### src/common/enc_params.svh
`ifndef ENC_PARAMS_SVH
`define ENC_PARAMS_SVH

// frame geometry, kept small so simulation stays short
`define FRAME_WIDTH 64
`define FRAME_HEIGHT 32

// luma plane size, chroma plane follows right after it
`define FRAME_SIZE (`FRAME_WIDTH * `FRAME_HEIGHT)

// bytes moved per FDMA beat
`define BURST_BYTES 16

// frames per group of pictures
`define GOP_LENGTH 4

// slot k starts at k * SLOT_STRIDE
// slot 0 holds the reconstruction, slots 1..3 take capture
`define SLOT_STRIDE 32'h0100_0000

`endif

### src/common/enc_pkg.sv
`default_nettype none

package enc_pkg;

    typedef logic [31:0] ddr_addr_t;
    typedef logic [15:0] burst_len_t;
    typedef logic [13:0] fifo_level_t;
    typedef logic [1:0]  slot_t;
    typedef logic [11:0] blk_coord_t;
    typedef logic [7:0]  blk_dim_t;
    typedef logic [7:0]  row_cnt_t;
    typedef logic [15:0] frame_cnt_t;

    // block transfer modes issued by the encoder core
    typedef enum logic [4:0] {
        LOAD_CUR_LUMA   = 5'd3,
        LOAD_CUR_CHROMA = 5'd5,
        LOAD_DB_LUMA    = 5'd7,
        LOAD_DB_CHROMA  = 5'd8,
        STORE_DB_LUMA   = 5'd9,
        STORE_DB_CHROMA = 5'd10
    } blk_mode_t;

    typedef enum logic [2:0] {
        SCHED_IDLE,
        SCHED_CAP_Y,
        SCHED_CAP_UV,
        SCHED_BLK,
        SCHED_WAIT
    } sched_state_t;

    typedef enum logic {
        INTRA = 1'b0,
        INTER = 1'b1
    } frame_type_t;

endpackage

`default_nettype wire

### src/common/blk_cmd_if.sv
`timescale 1ns/1ps
`default_nettype none

interface blk_cmd_if;
    import enc_pkg::*;

    logic       pending;
    logic       is_write;
    logic       use_recon;
    logic       is_chroma;
    row_cnt_t   row_limit;
    blk_coord_t first_row;
    blk_coord_t col;
    burst_len_t beats;
    // last row of the command has completed
    logic       finish;

    modport decoder (
        output pending, is_write, use_recon, is_chroma,
        output row_limit, first_row, col, beats,
        input  finish
    );

    modport sched (
        input  pending, is_write, use_recon, is_chroma,
        input  row_limit, first_row, col, beats,
        output finish
    );

endinterface

`default_nettype wire

### src/common/frame_slot_if.sv
`timescale 1ns/1ps
`default_nettype none

interface frame_slot_if;
    import enc_pkg::*;

    slot_t wr_slot;
    slot_t rd_slot;
    // luma plane of the write slot is complete
    logic  frame_done;
    logic  sched_idle;

    modport ring (
        output wr_slot, rd_slot,
        input  frame_done, sched_idle
    );

    modport sched (
        input  wr_slot, rd_slot,
        output frame_done, sched_idle
    );

endinterface

`default_nettype wire

### src/fdma_sched/fdma_sched.sv
`timescale 1ns/1ps
`default_nettype none
`include "enc_params.svh"

module fdma_sched (
    input  logic                 clk_ui,
    input  logic                 rst_n_i,
    input  logic                 pixel_buffer_full_i,
    input  enc_pkg::fifo_level_t pixel_buffer_rd_cnt_i,
    input  logic                 fdma_busy_i,
    output logic                 pixel_type_o,
    output logic                 pixel_buffer_rd_en_o,
    output logic                 extif_rd_en_o,
    output logic                 extif_wr_en_o,
    output enc_pkg::ddr_addr_t   fdma_addr_o,
    output enc_pkg::burst_len_t  fdma_size_o,
    input  logic                 unsup_done_i,
    output logic                 hevc_extif_done_o,
    blk_cmd_if.sched             cmd,
    frame_slot_if.sched          slots
);
    import enc_pkg::*;

    sched_state_t state;
    sched_state_t issued;
    logic         seen_busy;
    logic         cap_pend;
    ddr_addr_t    y_count;
    ddr_addr_t    uv_addr;
    row_cnt_t     row_cnt;
    burst_len_t   remaining;
    burst_len_t   y_size;
    ddr_addr_t    row_addr;
    ddr_addr_t    launch_addr;
    burst_len_t   launch_size;
    logic         launch;
    logic         burst_end;
    logic         row_last;

    function automatic ddr_addr_t slot_base(input slot_t s);
        return ddr_addr_t'(s) * `SLOT_STRIDE;
    endfunction

    // luma beats left in the frame, Y size kept even so UV gets half
    assign remaining = burst_len_t'((`FRAME_SIZE - y_count) / `BURST_BYTES);
    assign y_size = (burst_len_t'(pixel_buffer_rd_cnt_i) >= remaining) ? remaining
                  : burst_len_t'({pixel_buffer_rd_cnt_i[13:1], 1'b0});

    assign row_addr = slot_base(cmd.use_recon ? slot_t'(0) : slots.rd_slot)
                    + (cmd.is_chroma ? ddr_addr_t'(`FRAME_SIZE) : ddr_addr_t'(0))
                    + (ddr_addr_t'(cmd.first_row) + ddr_addr_t'(row_cnt)) * `FRAME_WIDTH
                    + ddr_addr_t'(cmd.col);

    always_comb begin
        launch_addr = row_addr;
        launch_size = cmd.beats;
        case (state)
            SCHED_CAP_Y: begin
                launch_addr = slot_base(slots.wr_slot) + y_count;
                launch_size = y_size;
            end
            SCHED_CAP_UV: begin
                launch_addr = uv_addr;
                launch_size = fdma_size_o >> 1;
            end
            default: ;
        endcase
    end

    assign launch = !fdma_busy_i && ((state == SCHED_CAP_Y && y_size != '0)
                    || state == SCHED_CAP_UV || state == SCHED_BLK);
    // burst ends once busy has been seen high and then low
    assign burst_end = (state == SCHED_WAIT) && seen_busy && !fdma_busy_i;
    assign row_last  = (32'(row_cnt) + 1 == 32'(cmd.row_limit));

    // zero-row commands finish straight from idle
    assign cmd.finish = (burst_end && issued == SCHED_BLK && row_last)
                      || (state == SCHED_IDLE && !cap_pend && cmd.pending
                          && cmd.row_limit == '0);
    assign slots.sched_idle = (state == SCHED_IDLE) && !cap_pend && !cmd.pending;

    always_ff @(posedge clk_ui or negedge rst_n_i) begin
        if (!rst_n_i) begin
            state                <= SCHED_IDLE;
            issued               <= SCHED_IDLE;
            seen_busy            <= 1'b0;
            cap_pend             <= 1'b0;
            y_count              <= '0;
            row_cnt              <= '0;
            pixel_type_o         <= 1'b0;
            pixel_buffer_rd_en_o <= 1'b0;
            extif_rd_en_o        <= 1'b0;
            extif_wr_en_o        <= 1'b0;
            fdma_addr_o          <= '0;
            fdma_size_o          <= '0;
            slots.frame_done     <= 1'b0;
            hevc_extif_done_o    <= 1'b0;
        end else begin
            pixel_buffer_rd_en_o <= 1'b0;
            extif_rd_en_o        <= 1'b0;
            extif_wr_en_o        <= 1'b0;
            slots.frame_done     <= 1'b0;
            hevc_extif_done_o    <= cmd.finish || unsup_done_i;

            // a full FIFO at the UV end keeps capture going
            if (pixel_buffer_full_i) begin
                cap_pend <= 1'b1;
            end else if (burst_end && issued == SCHED_CAP_UV) begin
                cap_pend <= 1'b0;
            end

            if (cmd.finish) begin
                row_cnt <= '0;
            end else if (burst_end && issued == SCHED_BLK) begin
                row_cnt <= row_cnt + 1'b1;
            end

            if (launch) begin
                issued      <= state;
                seen_busy   <= 1'b0;
                state       <= SCHED_WAIT;
                fdma_addr_o <= launch_addr;
                fdma_size_o <= launch_size;
                case (state)
                    SCHED_CAP_Y: begin
                        pixel_type_o         <= 1'b0;
                        pixel_buffer_rd_en_o <= 1'b1;
                        y_count <= y_count + ddr_addr_t'(y_size) * `BURST_BYTES;
                    end
                    SCHED_CAP_UV: begin
                        pixel_type_o         <= 1'b1;
                        pixel_buffer_rd_en_o <= 1'b1;
                    end
                    default: begin
                        extif_wr_en_o <= cmd.is_write;
                        extif_rd_en_o <= !cmd.is_write;
                    end
                endcase
            end else begin
                case (state)
                    SCHED_IDLE: begin
                        // capture first, then one block row
                        if (cap_pend) begin
                            state <= SCHED_CAP_Y;
                        end else if (cmd.pending && !cmd.finish) begin
                            state <= SCHED_BLK;
                        end
                    end
                    SCHED_WAIT: begin
                        if (fdma_busy_i) begin
                            seen_busy <= 1'b1;
                        end else if (seen_busy) begin
                            state <= (issued == SCHED_CAP_Y) ? SCHED_CAP_UV : SCHED_IDLE;
                            if (issued == SCHED_CAP_UV && y_count == `FRAME_SIZE) begin
                                slots.frame_done <= 1'b1;
                                y_count          <= '0;
                            end
                        end
                    end
                    default: ;
                endcase
            end
        end
    end

    // chroma target, taken from y_count before the Y burst advances it
    always_ff @(posedge clk_ui) begin
        if (launch && state == SCHED_CAP_Y) begin
            uv_addr <= slot_base(slots.wr_slot) + `FRAME_SIZE + (y_count >> 1);
        end
    end

endmodule

`default_nettype wire

### src/verilog/blk_cmd_decode.sv
`timescale 1ns/1ps
`default_nettype none
`include "enc_params.svh"

module blk_cmd_decode (
    input  logic                clk_ui,
    input  logic                rst_n_i,
    input  logic                start_i,
    input  enc_pkg::blk_mode_t  mode_i,
    input  enc_pkg::blk_coord_t x_i,
    input  enc_pkg::blk_coord_t y_i,
    input  enc_pkg::blk_dim_t   width_i,
    input  enc_pkg::blk_dim_t   height_i,
    blk_cmd_if.decoder          cmd,
    output logic                unsup_done_o
);
    import enc_pkg::*;

    logic mode_known;
    logic dec_write;
    logic dec_recon;
    logic dec_chroma;

    // mode to direction, buffer and plane
    always_comb begin
        mode_known = 1'b1;
        dec_write  = 1'b0;
        dec_recon  = 1'b0;
        dec_chroma = 1'b0;
        case (mode_i)
            LOAD_CUR_LUMA: ;
            LOAD_CUR_CHROMA: dec_chroma = 1'b1;
            LOAD_DB_LUMA: dec_recon = 1'b1;
            LOAD_DB_CHROMA: begin
                dec_recon  = 1'b1;
                dec_chroma = 1'b1;
            end
            STORE_DB_LUMA: begin
                dec_write = 1'b1;
                dec_recon = 1'b1;
            end
            STORE_DB_CHROMA: begin
                dec_write  = 1'b1;
                dec_recon  = 1'b1;
                dec_chroma = 1'b1;
            end
            default: mode_known = 1'b0;
        endcase
    end

    always_ff @(posedge clk_ui or negedge rst_n_i) begin
        if (!rst_n_i) begin
            cmd.pending  <= 1'b0;
            unsup_done_o <= 1'b0;
        end else begin
            unsup_done_o <= start_i && !mode_known;
            if (start_i && mode_known) begin
                cmd.pending <= 1'b1;
            end else if (cmd.finish) begin
                cmd.pending <= 1'b0;
            end
        end
    end

    // command geometry, held until the next request
    always_ff @(posedge clk_ui) begin
        if (start_i) begin
            cmd.is_write  <= dec_write;
            cmd.use_recon <= dec_recon;
            cmd.is_chroma <= dec_chroma;
            // chroma plane is half height
            cmd.row_limit <= dec_chroma ? row_cnt_t'(height_i >> 1) : row_cnt_t'(height_i);
            cmd.first_row <= dec_chroma ? (y_i >> 1) : y_i;
            cmd.col       <= x_i;
            cmd.beats     <= burst_len_t'(width_i / `BURST_BYTES);
        end
    end

endmodule

`default_nettype wire

### src/verilog/frame_ring.sv
`timescale 1ns/1ps
`default_nettype none
`include "enc_params.svh"

module frame_ring (
    input  logic                 clk_ui,
    input  logic                 rst_n_i,
    input  logic                 hevc_sys_done_i,
    output logic                 hevc_sys_start_o,
    output enc_pkg::frame_type_t hevc_sys_type_o,
    frame_slot_if.ring           slots
);
    import enc_pkg::*;

    slot_t      prev_wr;
    slot_t      next_wr;
    logic       enc_busy;
    logic       enc_go;
    frame_cnt_t frame_cnt;

    // lowest capture slot not in use for writing or encoding
    always_comb begin
        next_wr = slots.wr_slot;
        for (int k = 3; k >= 1; k--) begin
            if (slot_t'(k) != slots.wr_slot && slot_t'(k) != slots.rd_slot) begin
                next_wr = slot_t'(k);
            end
        end
    end

    // hold off while the ring rotates
    assign enc_go = slots.sched_idle && !enc_busy && !slots.frame_done
                 && prev_wr != '0 && prev_wr != slots.rd_slot;

    always_ff @(posedge clk_ui or negedge rst_n_i) begin
        if (!rst_n_i) begin
            slots.wr_slot    <= slot_t'(1);
            slots.rd_slot    <= '0;
            prev_wr          <= '0;
            enc_busy         <= 1'b0;
            hevc_sys_start_o <= 1'b0;
            hevc_sys_type_o  <= INTRA;
            frame_cnt        <= '0;
        end else begin
            hevc_sys_start_o <= enc_go;

            // newest complete frame becomes the read slot
            if (enc_go) begin
                slots.rd_slot <= prev_wr;
                enc_busy      <= 1'b1;
            end else if (hevc_sys_done_i) begin
                enc_busy <= 1'b0;
            end

            if (slots.frame_done) begin
                prev_wr       <= slots.wr_slot;
                slots.wr_slot <= next_wr;
            end

            // first frame of each GOP is intra
            if (hevc_sys_done_i) begin
                if (frame_cnt < frame_cnt_t'(`GOP_LENGTH - 1)) begin
                    hevc_sys_type_o <= INTER;
                    frame_cnt       <= frame_cnt + 1'b1;
                end else begin
                    hevc_sys_type_o <= INTRA;
                    frame_cnt       <= '0;
                end
            end
        end
    end

endmodule

`default_nettype wire

### src/verilog/hevc_encode_system_ctrl.sv
`timescale 1ns/1ps
`default_nettype none

module hevc_encode_system_ctrl (
    input  logic                 clk_ui,
    input  logic                 rst_n_i,
    // pixel FIFO
    output logic                 pixel_type_o,
    output logic                 pixel_buffer_rd_en_o,
    input  logic                 pixel_buffer_full_i,
    input  enc_pkg::fifo_level_t pixel_buffer_rd_cnt_i,
    // FDMA
    output logic                 extif_wr_en_o,
    output logic                 extif_rd_en_o,
    output enc_pkg::ddr_addr_t   fdma_addr_o,
    output enc_pkg::burst_len_t  fdma_size_o,
    input  logic                 fdma_busy_i,
    // encoder core
    output logic                 hevc_sys_start_o,
    output enc_pkg::frame_type_t hevc_sys_type_o,
    input  logic                 hevc_sys_done_i,
    input  logic                 hevc_extif_start_i,
    output logic                 hevc_extif_done_o,
    input  enc_pkg::blk_mode_t   hevc_extif_mode_i,
    input  enc_pkg::blk_coord_t  hevc_extif_x_i,
    input  enc_pkg::blk_coord_t  hevc_extif_y_i,
    input  enc_pkg::blk_dim_t    hevc_extif_width_i,
    input  enc_pkg::blk_dim_t    hevc_extif_height_i
);

    logic unsup_done;

    blk_cmd_if    u_blk_cmd_if ();
    frame_slot_if u_frame_slot_if ();

    blk_cmd_decode u_blk_cmd_decode (
        .clk_ui       (clk_ui),
        .rst_n_i      (rst_n_i),
        .start_i      (hevc_extif_start_i),
        .mode_i       (hevc_extif_mode_i),
        .x_i          (hevc_extif_x_i),
        .y_i          (hevc_extif_y_i),
        .width_i      (hevc_extif_width_i),
        .height_i     (hevc_extif_height_i),
        .cmd          (u_blk_cmd_if.decoder),
        .unsup_done_o (unsup_done)
    );

    fdma_sched u_fdma_sched (
        .clk_ui                (clk_ui),
        .rst_n_i               (rst_n_i),
        .pixel_buffer_full_i   (pixel_buffer_full_i),
        .pixel_buffer_rd_cnt_i (pixel_buffer_rd_cnt_i),
        .fdma_busy_i           (fdma_busy_i),
        .pixel_type_o          (pixel_type_o),
        .pixel_buffer_rd_en_o  (pixel_buffer_rd_en_o),
        .extif_rd_en_o         (extif_rd_en_o),
        .extif_wr_en_o         (extif_wr_en_o),
        .fdma_addr_o           (fdma_addr_o),
        .fdma_size_o           (fdma_size_o),
        .unsup_done_i          (unsup_done),
        .hevc_extif_done_o     (hevc_extif_done_o),
        .cmd                   (u_blk_cmd_if.sched),
        .slots                 (u_frame_slot_if.sched)
    );

    frame_ring u_frame_ring (
        .clk_ui           (clk_ui),
        .rst_n_i          (rst_n_i),
        .hevc_sys_done_i  (hevc_sys_done_i),
        .hevc_sys_start_o (hevc_sys_start_o),
        .hevc_sys_type_o  (hevc_sys_type_o),
        .slots            (u_frame_slot_if.ring)
    );

endmodule

`default_nettype wire
### config.mk
export PLATFORM = sky130hd
export DESIGN_NAME = hevc_encode_system_ctrl
export DESIGN_NICKNAME = d
export VERILOG_FILES = /design/src/common/enc_pkg.sv /design/src/common/blk_cmd_if.sv /design/src/common/frame_slot_if.sv /design/src/fdma_sched/fdma_sched.sv /design/src/verilog/blk_cmd_decode.sv /design/src/verilog/frame_ring.sv /design/src/verilog/hevc_encode_system_ctrl.sv
export VERILOG_INCLUDE_DIRS = /design/src /design/src/common
export SDC_FILE = /design/constraint.sdc
export NUM_CORES = 1
export LEC_CHECK = 0
export BUFFER_PORTS_ARGS = -buffer_cell sky130_fd_sc_hd__buf_4
export CAP_MARGIN = 20
export CORE_ASPECT_RATIO = 1.2
export CORE_MARGIN = 4
export CORE_UTILIZATION = 50
export CTS_CLUSTER_DIAMETER = 30
export DETAILED_ROUTE_END_ITERATION = 8
export PLACE_DENSITY = 0.7
export SLEW_MARGIN = 20
export SYNTH_ARGS = -nofsm -noshare
export SYNTH_HDL_FRONTEND = slang
export SYNTH_HIERARCHICAL = 1
export SYNTH_SLANG_ARGS = --single-unit
### constraint.sdc
create_clock -name clk_ui -period 13.42 [get_ports clk_ui]
set_input_delay 0.671 -clock clk_ui [delete_from_list [all_inputs] [get_ports clk_ui]]
set_output_delay 0.671 -clock clk_ui [all_outputs]
set_load 0.03 [all_outputs]
==> run summary, run 1 <==
status: finished, final reports clean
Clock Sinks: 193
clock power share: 20.8%
RSZ-0062 raised after global routing: no
final setup violation count: 0
CP max-delay cell: or4_1
Crit path largest cell delay: 650 ps
Top delay family on crit path: compound AO/OA/AOI/OAI gates
Worst VDD drop: 0.110 mV
gr ovfl total: 0
CP endpoint kind: flop
Die X: 144 um
IO Count: 120
class of the worst hold path: input port to async pin
post-synthesis sequential area ratio: 46.6%
Slew @ Worst Pin: 1030 ps
Area Overhead vs Synth: 14.2%
global-route wire length before repair: 43.8 mm
P_int: 0.00147 W
number of global-route vias before repair: 8400
Clock Tree Buf Depth: 2
Clk Latency, worst-skew pair: 440 ps
CTS tree: yes
core area: 21800 um2
CTS Hold Bufs: 0
Slew headroom: 31.2%
max cap viols: 0
flops & latches, synth: 193
antenna violations before repair: 0
ant diodes: 0
CTS Root Cell: clkbuf_16
Cell Count Post-Placement: 1420
Initial Util: 50.9%
synthesized area: 11100 um2
worst hold margin: 175 ps
minimum clock period: 6630 ps
antenna viol nets, final: 0
gpl congestion: 0.924
Via-to-Cell Ratio: 5.81
pwr dens: 205 nW/um2
Tot Pwr: 0.00259 W
fmax: 151 MHz
cell mode on critical path: a21oi_1
largest net degree at the start of global routing: 58
Post-CTS Setup Inserts: 0
static leakage: 5.51 nW
HPWL after DPL: 19.6 mm
final WL: 26.8 mm
Final #Nets: 1292
most common cell after layout, fill and taps aside: dfrtp_1
Clock Skews: 8.79 ps
worst r2r src: u_fdma_sched/y_count[9]$_DFFE_PN0P_
die footprint: 24600 um2
Gate power share: 44.0%
final hold violation count: 0
number of I/O port buffers: 115
syn_area_per_cell: 10.2 um2
First-pass DRT Iterations: 5
Worst Setup Start Kind: flop
detailed-route DRC error count: 0
final setup TNS: 0 ps
Worst EP required: 13780 ps
Post-Layout Cell Count: 1452
Syn. warnings: 6
total number of vias: 8436
Psw: 0.00112 W
switch share: 43.3%
Post-synth EDFFs: 68
CP Launch Point: u_fdma_sched/y_count[9]$_DFFE_PN0P_
CP Max Fanout: 26
layout cells sized above 1: 17.6%
Mapped Cells: 1083
post-CTS sizing: 0
final period utilization: 49.4%
sequential share of power: 35.2%
H-tree levels: 4
Setup CP Type: flop to flop
DR WL/cell: 18.5 um
CP bufs+invs: 0
most frequent cells in the layout: dfrtp_1 (124), buf_4 (122), nand2_1 (102), nor2_1 (80), edfxtp_1 (68)
fin util: 58.1%
Slew Limit Fails: 0
prevailing post-synth register cell: dfrtp_1
async set-reset flop share out of synthesis: 64.8%
crit-path cells: or4_1, o21ai_1, a21boi_0, or2_2, ha_1, a211o_1, o211ai_1, a21oi_1, a311oi_1, a21o_1, o21ai_0, ha_1, nor2b_1, o21ai_0, a21oi_1, o221ai_1, a21oi_1, a31oi_1, nor2_1, a31o_2, a31oi_1
initial drt markers: 596
worst path arrival time: 6990 ps
Distinct cells, synth: 85
Die Ht: 171 um
Rows: 59
CTS Buf Count: 17
GRT Util Overall: 22.5%
Worst-path clk slew: 80 ps
==> logic make-up (layout without fill, tap and decap cells) <==
group                      count (synthesis)  after routing  share of synthesized area (%)
AOI/OAI and AO/OA                        257            257                           15.7
muxes                                     23             23                           2.30
other                                      1             12                         0.0338
and+or+nand+nor                          356            356                           16.4
xor gates and xnor gates                  89             89                           7.03
buffers and inverters                    101            185                           4.38
adders and majority gates                 63             63                           7.43
DFF                                      193            193                           46.6
==> state kept, by name, indices dropped and copies added, names as in the netlist, 3 cells and up <==
signal                          count
u_blk_cmd_decode/cmd.beats          4
u_fdma_sched/uv_addr               29
u_fdma_sched/fdma_size_o           16
u_fdma_sched/row_cnt                8
u_blk_cmd_decode/cmd.row_limit      8
u_frame_ring/frame_cnt             16
u_fdma_sched/fdma_addr_o           32
u_fdma_sched/issued                 3
u_blk_cmd_decode/cmd.col           12
u_fdma_sched/state                  3
u_blk_cmd_decode/cmd.first_row     12
u_fdma_sched/y_count               28
==> metal layers <==
metal,global-route usage (%),share of wire [%]
met5,0,0
met4,7.25,2.1
met1,29.7,43
met2,38.3,50
met3,3.27,5.2
==> Yosys cell counts (all sizes together) (4+ instances only) <==
library cell  instances  share of area, %
a21o                 15               1.0
a21oi                43               2.0
a221oi               11              0.87
a22o                 11              0.87
a22oi                24               1.6
a311oi                4              0.32
a31oi                33               1.9
and2                 14              0.81
and2b                 8              0.63
and3                 10              0.56
buf                  29               1.9
clkbuf               41               1.4
dfrtp               124                28
edfxtp               68                18
fa                    5              0.90
ha                   57               6.4
inv                  31               1.0
mux2                 20               2.0
nand2               102               3.5
nand2b                9              0.51
nand3                26               1.2
nand4                18               1.0
nor2                 81               2.7
nor2b                23               1.3
nor3                 15              0.77
nor3b                 5              0.34
nor4                 16               1.1
o211ai                7              0.47
o21a                  8              0.54
o21ai                54               2.5
o21bai                4              0.27
o22ai                 9              0.51
or2                   7              0.40
or3                   6              0.34
or4                   4              0.27
xnor2                53               4.2
xor2                 36               2.8
==> final timing paths <==
kind | cells after the start | slack (ps) | to
max in group asynchronous | 3 | 11620 | u_fdma_sched/fdma_addr_o[22]$_DFFE_PN0P_
hold reg to reg | 1 | 440 | u_fdma_sched/extif_rd_en_o$_DFF_PN0_
setup / recovery | 21 | 6790 | u_fdma_sched/y_count[22]$_DFFE_PN0P_
min in group clk_ui | 1 | 400 | u_blk_cmd_decode/cmd.col[8]$_DFFE_PP_
hold / removal | 1 | 180 | u_fdma_sched/fdma_addr_o[9]$_DFFE_PN0P_
setup reg to reg | 21 | 6790 | u_fdma_sched/y_count[22]$_DFFE_PN0P_
==> final cells by class <==
cell class	instances	area (um2)
multi-input cells	800	5480
inverters	31	116
clock buffers	18	450
clock inverters	14	185
fillers	1858	9120
repair buffers	122	916
flip-flops and latches	193	5170
well taps	274	343
==> per-stage QoR <==
stage | cell area (um2) | worst slack [ps]
after global placement | 12000 | 6880
after global routing | 12700 | 6270
final | 12700 | 6790
after floorplan | 11100 | 8350
after CTS | 12700 | 6850
after detailed placement | 12000 | 6890
==> power groups by stage <==
stage / Clock, W / Combinational, W / Sequential, W
CTS: 0.000550 / 0.00114 / 0.000912
detailed placement: 0 / 0.00113 / 0.000924
global route: 0.000576 / 0.00126 / 0.000935
global placement: 0 / 0.00111 / 0.000921
floorplan: 0 / 0.000709 / 0.000985
finish: 0.000539 / 0.00114 / 0.000914
==> worst reg2reg max path, delay by kind of cell (launching register included) <==
family	cells	cell delay (ps)
compound gates	15	4120
simple gates	4	1290
fa+ha+maj	2	610
flops	1	540
Note: power is estimated with default switching activity, not from simulation.
==> run 2: changes to the inputs <==
- PLACE_DENSITY: 0.7 -> 0.72
- clock period: 13.42 -> 5.85 ns (I/O delays scaled with it)
==> run 2 against run 1 <==
Compared with the run above: final area grew 2.8%; power grew 140%; flip-flop and latch count is the same; core utilization grew 1.6 points; fmax grew 22%; die area is the same; via count grew 2.3%; critical path depth grew 3; worst hold slack lost 160 ps; sequential power grew 120%; critical path type unchanged; largest cell class unchanged.
==> run summary, run 2 (synthesis results as in run 1) <==
First-pass DRT Iterations: 5 (unchanged)
Clock Skews: 15.1 ps (+6.26 ps)
Largest register FFs: 32 (unchanged)
core area: 21800 um2 (unchanged)
H-tree levels: 4 (unchanged)
max cap viols: 0 (unchanged)
layout cells sized above 1: 20.2% (+2.6 points)
total number of vias: 8630 (+2.3%)
number of I/O port buffers: 115 (unchanged)
gr ovfl total: 0 (unchanged)
final setup margin: 429 ps (-6360 ps)
CP Max Fanout: 26 (unchanged)
minimum clock period: 5420 ps (-1210 ps)
Die Ht: 171 um (unchanged)
CTS Root Cell: clkbuf_16
global-route wire length before repair: 44.5 mm (+1.7%)
GRT Util Overall: 22.8% (+0.29 points)
pwr dens: 471 nW/um2 (+130%)
final WL: 27.5 mm (+2.4%)
gpl congestion: 0.881 (-4.6%)
final setup violation count: 0 (unchanged)
Largest Register: u_fdma_sched/fdma_addr_o
antenna viol nets, final: 0 (unchanged)
Post-CTS Setup Inserts: 0 (unchanged)
HPWL after DPL: 19.9 mm (+1.5%)
status: finished, final reports clean
CTS tree: yes
worst path arrival time: 5790 ps (-1200 ps)
Clk Latency, worst-skew pair: 450 ps (about the same)
RSZ-0062 raised after global routing: no
CTS Buf Count: 17 (unchanged)
Tot Pwr: 0.00613 W (+140%)
Placement Cell Area: 12300 um2 (+2.6%)
detailed-route DRC error count: 0 (unchanged)
antenna violations before repair: 0 (unchanged)
Initial Util: 50.9% (unchanged)
initial drt markers: 695 (+17%)
Area Overhead vs Synth: 17.4%
Slew @ Worst Pin: 1050 ps (+21.2 ps)
static leakage: 5.72 nW (+3.9%)
Final #Nets: 1333 (+3.2%)
number of global-route vias before repair: 8632 (+2.8%)
largest net degree at the start of global routing: 66 (+14%)
final hold violation count: 0 (unchanged)
Slew headroom: 29.1% (-2.1 points)
ant diodes: 0 (unchanged)
Clock Sinks: 193 (unchanged)
Post-Layout Inst Area: 13000 um2 (+2.8%)
Via-to-Cell Ratio: 5.78 (-0.51%)
IO Count: 120 (unchanged)
Setup CP Type: flop to flop
most frequent cells in the layout: buf_4 (159), dfrtp_1 (124), nand2_1 (102), nor2_1 (80), edfxtp_1 (68)
Die X: 144 um (unchanged)
final setup TNS: 0 ps (unchanged)
Worst-path clk slew: 80 ps (about the same)
class of the worst hold path: input port to flop
most common cell after layout, fill and taps aside: buf_4
Slew Limit Fails: 0 (unchanged)
Rows: 59 (unchanged)
Clock Tree Buf Depth: 2 (unchanged)
CP endpoint kind: flop
Worst VDD drop: 0.252 mV (+130%)
Worst Setup Start Kind: flop
die footprint: 24600 um2 (unchanged)
pre-CTS WS: 561 ps (-6320 ps)
final period utilization: 92.7% (+43 points)
Largest regs: u_fdma_sched/fdma_addr_o x32, u_fdma_sched/uv_addr x29, u_fdma_sched/y_count x28
Worst EP required: 6210 ps (-7570 ps)
fin util: 59.8% (+1.6 points)
DR WL/cell: 18.4 um (-0.45%)
fmax: 184 MHz (+22%)
[run 2: critical path, cell delays in order (launching register included)]
cell and delay [ps]:
dfrtp_1 390, or4_1 600, o21ai_1 230, a21boi_0 130
or2_2 320, ha_1 200, a211o_1 230, o211ai_1 80
a21oi_1 90, a311oi_1 270, buf_4 190, a21o_1 130
buf_12 160, nand2_1 70, o21ai_0 130, ha_1 310
nor2b_1 130, o21ai_0 190, a21oi_1 110, o221ai_1 240
a21oi_1 130, a31oi_1 450, nor2_1 130, a31o_2 270
a31oi_1 150
[run 2: layout make-up]
| cell class | count | area, um2 |
|---|---|---|
| Timing Repair Buffer | 163 | 1250 |
| Sequential cell | 193 | 5170 |
| Clock buffer | 17 | 425 |
| Multi-Input combinational cell | 800 | 5470 |
| Clock inverter | 15 | 231 |
| Fill cell | 1833 | 8760 |
| Inverter | 31 | 116 |
| Tap cell | 274 | 343 |
[run 2: final timing paths]
path	start	to	slack (ps)	cells after the start
setup / recovery	u_fdma_sched/y_count[9]$_DFFE_PN0P_	u_fdma_sched/y_count[22]$_DFFE_PN0P_	430	24
hold / removal	hevc_extif_x_i[6]	u_blk_cmd_decode/cmd.col[6]$_DFFE_PP_	20	1
setup reg to reg	u_fdma_sched/y_count[9]$_DFFE_PN0P_	u_fdma_sched/y_count[22]$_DFFE_PN0P_	430	24
hold reg to reg	u_blk_cmd_decode/cmd.is_write$_DFFE_PP_	u_fdma_sched/extif_rd_en_o$_DFF_PN0_	450	1
max in group asynchronous	rst_n_i	u_fdma_sched/fdma_addr_o[30]$_DFFE_PN0P_	4020	3
min in group asynchronous	rst_n_i	u_fdma_sched/fdma_addr_o[11]$_DFFE_PN0P_	490	2
[run 2: repair_timing]
action / 4_1_cts / 5_1_grt
endpoints found under the hold margin: 53 / 1
hold buffers: 1 / 1
resized for setup: 0 / 0
[run 2: where the power goes]
group	total (W)	switching (W)	internal [W]
Sequential	0.00203	0.000294	0.00174
Combinational	0.00282	0.00169	0.00113
Clock	0.00127	0.000658	0.000614
Total	0.00613	0.00264	0.00349
[run 2: metrics by stage]
stage	cells	hold WS, ps
after floorplan	1094	-3.09
after global placement	1459	439
after detailed placement	1459	436
after CTS	1492	4.08
after global routing	1493	1.71
final	1493	20.0
[run 2: routing by layer]
layer,vias up,routed length (um),share of wire [%],track usage (%)
met5,-,0,0,0
met4,0,658,2.4,7.33
met3,43,1450,5.3,4.00
met2,245,13700,50,39.1
met1,4183,11600,42,29.3
li1,4159,-,-,-
==> run 3: changes to the inputs <==
- HOLD_SLACK_MARGIN: unset -> 0.06
==> run 3 against run 2 <==
Compared with the run above: critical path depth is the same; clock-buffer cell count is the same; worst hold slack improved by 76 ps; sequential power about the same; power is 0.21% higher; via count rose by 0.83%; critical path type unchanged; sequential share of layout area is 0.48 points lower; highest routed layer unchanged; fmax shrank 0.33%; die area is the same; flip-flop and latch count unchanged; cell count is 1.1% higher.
==> run summary, run 3 (synthesis results as in run 1) <==
status: finished, final reports clean
most frequent cells in the layout: buf_4 (159), dfrtp_1 (124), nand2_1 (102), nor2_1 (80), edfxtp_1 (68)
Register Area: 5170 um2 (unchanged)
number of global-route vias before repair: 8698 (+0.76%)
crit-path cells: or4_1, o21ai_1, a21boi_0, or2_2, ha_1, a211o_1, o211ai_1, a21oi_1, a311oi_1, buf_4, a21o_1, buf_12, nand2_1, o21ai_0, ha_1, nor2b_1, o21ai_0, a21oi_1, o221ai_1, a21oi_1, a31oi_1, nor2_1, a31o_2, a31oi_1
CTS Buf Count: 17 (unchanged)
H-tree levels: 4 (unchanged)
hold depth: 2 (+1)
Largest Register: u_fdma_sched/fdma_addr_o
Reg2Reg Depth: 24 (unchanged)
worst hold path startpoint: hevc_extif_mode_i[4]
class of the worst hold path: input port to flop
final hold violation count: 0 (unchanged)
fmax: 184 MHz (-0.33%)
Post-CTS Setup Inserts: 0 (unchanged)
post-CTS sizing: 0 (unchanged)
Largest regs: u_fdma_sched/fdma_addr_o x32, u_fdma_sched/uv_addr x29, u_fdma_sched/y_count x28
Worst Setup Start Kind: flop
most common cell after layout, fill and taps aside: buf_4
First-pass DRT Iterations: 5 (unchanged)
final WL: 27.7 mm (+0.73%)
Initial Util: 50.9% (unchanged)
minimum clock period: 5440 ps (+17.7 ps)
IO Count: 120 (unchanged)
Slew headroom: 31.7% (+2.6 points)
Filler cells: 1809 (-1.3%)
hold endpoint: u_blk_cmd_decode/cmd.pending$_DFFE_PN0P_
Worst EP required: 6210 ps (about the same)
Clk Latency, worst-skew pair: 450 ps (about the same)
Largest register FFs: 32 (unchanged)
cell mode on critical path: a21oi_1
Clock Tree Buf Depth: 2 (unchanged)
CTS Hold Bufs: 18 (+17)
reg2reg setup slack: 410 ps (-20 ps)
Final #Nets: 1349 (+1.2%)
antenna violations before repair: 0 (unchanged)
global-route wire length before repair: 44.8 mm (+0.56%)
core area: 21800 um2 (unchanged)
ant diodes: 0 (unchanged)
layout cells sized above 1: 19.9% (-0.26 points)
Clock Sinks: 193 (unchanged)
Worst VDD drop: 0.250 mV (-0.43%)
final period utilization: 93.0% (+0.30 points)
detailed-route DRC error count: 0 (unchanged)
final setup TNS: 0 ps (unchanged)
Clock Skews: 14.6 ps (-0.406 ps)
CP max-delay cell: or4_1
terminus of the critical flop-to-flop path: u_fdma_sched/y_count[22]$_DFFE_PN0P_
Post-Layout Cell Count: 1509 (+1.1%)
die footprint: 24600 um2 (unchanged)
final setup violation count: 0 (unchanged)
CTS Root Cell: clkbuf_16
number of I/O port buffers: 115 (unchanged)
static leakage: 5.79 nW (+1.2%)
Area Overhead vs Synth: 18.8%
CTS tree: yes
CP endpoint kind: flop
largest net degree at the start of global routing: 66 (unchanged)
worst r2r src: u_fdma_sched/y_count[9]$_DFFE_PN0P_
total number of vias: 8702 (+0.83%)
worst path arrival time: 5800 ps (about the same)
area of the multi-input gates: 5470 um2 (unchanged)
pwr dens: 466 nW/um2 (-1.0%)
Rows: 59 (unchanged)
Crit path largest cell delay: 600 ps (about the same)
Die Ht: 171 um (unchanged)
Slew Limit Fails: 0 (unchanged)
Slew @ Worst Pin: 1020 ps (-29.8 ps)
CP Max Fanout: 26 (unchanged)
max cap viols: 0 (unchanged)
Die X: 144 um (unchanged)
DR WL/cell: 18.3 um (-0.34%)
Cell Count Post-Placement: 1459 (unchanged)
Via-to-Cell Ratio: 5.77 (-0.23%)
Worst-path clk slew: 90 ps (about the same)
gpl congestion: 0.881 (unchanged)
antenna viol nets, final: 0 (unchanged)
RSZ-0062 raised after global routing: no
Setup CP Type: flop to flop
HPWL after DPL: 19.9 mm (unchanged)
initial drt markers: 733 (+5.5%)
GRT Util Overall: 22.9% (+0.12 points)
gr ovfl total: 0 (unchanged)
==> run 3: cell types whose count changed in the layout (fill, tap and decap cells not counted) <==
cell / before / now
dlygate4sd3_1: 2 / 18
==> run 3: worst max-delay path, delay by kind of cell (launching register included) <==
family	cells	cell delay (ps)
and+or+nand+nor	5	1250
buffers and inverters	2	350
DFF	1	390
adders and majority gates	2	510
AOI/OAI and AO/OA	15	2860
==> run 3: area by class of cell <==
| class | instances | area share [%] |
|---|---|---|
| tap | 274 | 2.60 |
| clock buffer | 17 | 3.23 |
| multi-input combinational | 800 | 41.5 |
| sequential | 193 | 39.2 |
| timing repair buffer | 179 | 10.7 |
| inverter | 31 | 0.883 |
| clock inverter | 15 | 1.76 |
==> run 3: per-stage QoR <==
stage          cell area, um2  power, W  util, %  hold slack [ps]  setup slack, ps
2_1_floorplan           11100   0.00389        -            -3.09              776
3_3_place_gp            12300   0.00480     56.7              439              626
3_5_place_dp            12300   0.00486     56.7              436              561
4_1_cts                 13200   0.00617     60.5             78.5              504
5_1_grt                 13200   0.00654     60.5             82.5              108
6_report                13200   0.00614     60.5             96.4              412
==> run 3: worst max path at each step <==
stage,end,slack [ps],cells after the start,startpoint
floorplan,u_fdma_sched/y_count[22]$_DFFE_PN0P_,780,24,u_fdma_sched/y_count[7]$_DFFE_PN0P_
global placement,u_fdma_sched/y_count[22]$_DFFE_PN0P_,630,24,u_fdma_sched/y_count[9]$_DFFE_PN0P_
detailed placement,u_fdma_sched/y_count[22]$_DFFE_PN0P_,560,24,u_fdma_sched/y_count[9]$_DFFE_PN0P_
CTS,u_fdma_sched/y_count[22]$_DFFE_PN0P_,500,24,u_fdma_sched/y_count[9]$_DFFE_PN0P_
global route,u_fdma_sched/y_count[22]$_DFFE_PN0P_,110,24,u_fdma_sched/y_count[9]$_DFFE_PN0P_
finish,u_fdma_sched/y_count[22]$_DFFE_PN0P_,410,24,u_fdma_sched/y_count[9]$_DFFE_PN0P_
==> run 3: power breakdown <==
| group | switching [W] | leakage (nW) | total [W] | internal, W |
|---|---|---|---|---|
| Sequential | 0.000296 | 2.24 | 0.00203 | 0.00174 |
| Clock | 0.000656 | 0.316 | 0.00127 | 0.000614 |
| Combinational | 0.00169 | 3.23 | 0.00283 | 0.00114 |
| Total | 0.00265 | 5.79 | 0.00614 | 0.00349 |
==> run 3: metal layers <==
metal	routed length [um]	vias up	track usage [%]
met4	638	0	7.33
met1	11600	4212	29.4
met2	13900	256	39.5
li1	-	4190	-
met5	0	-	0
met3	1530	44	3.94
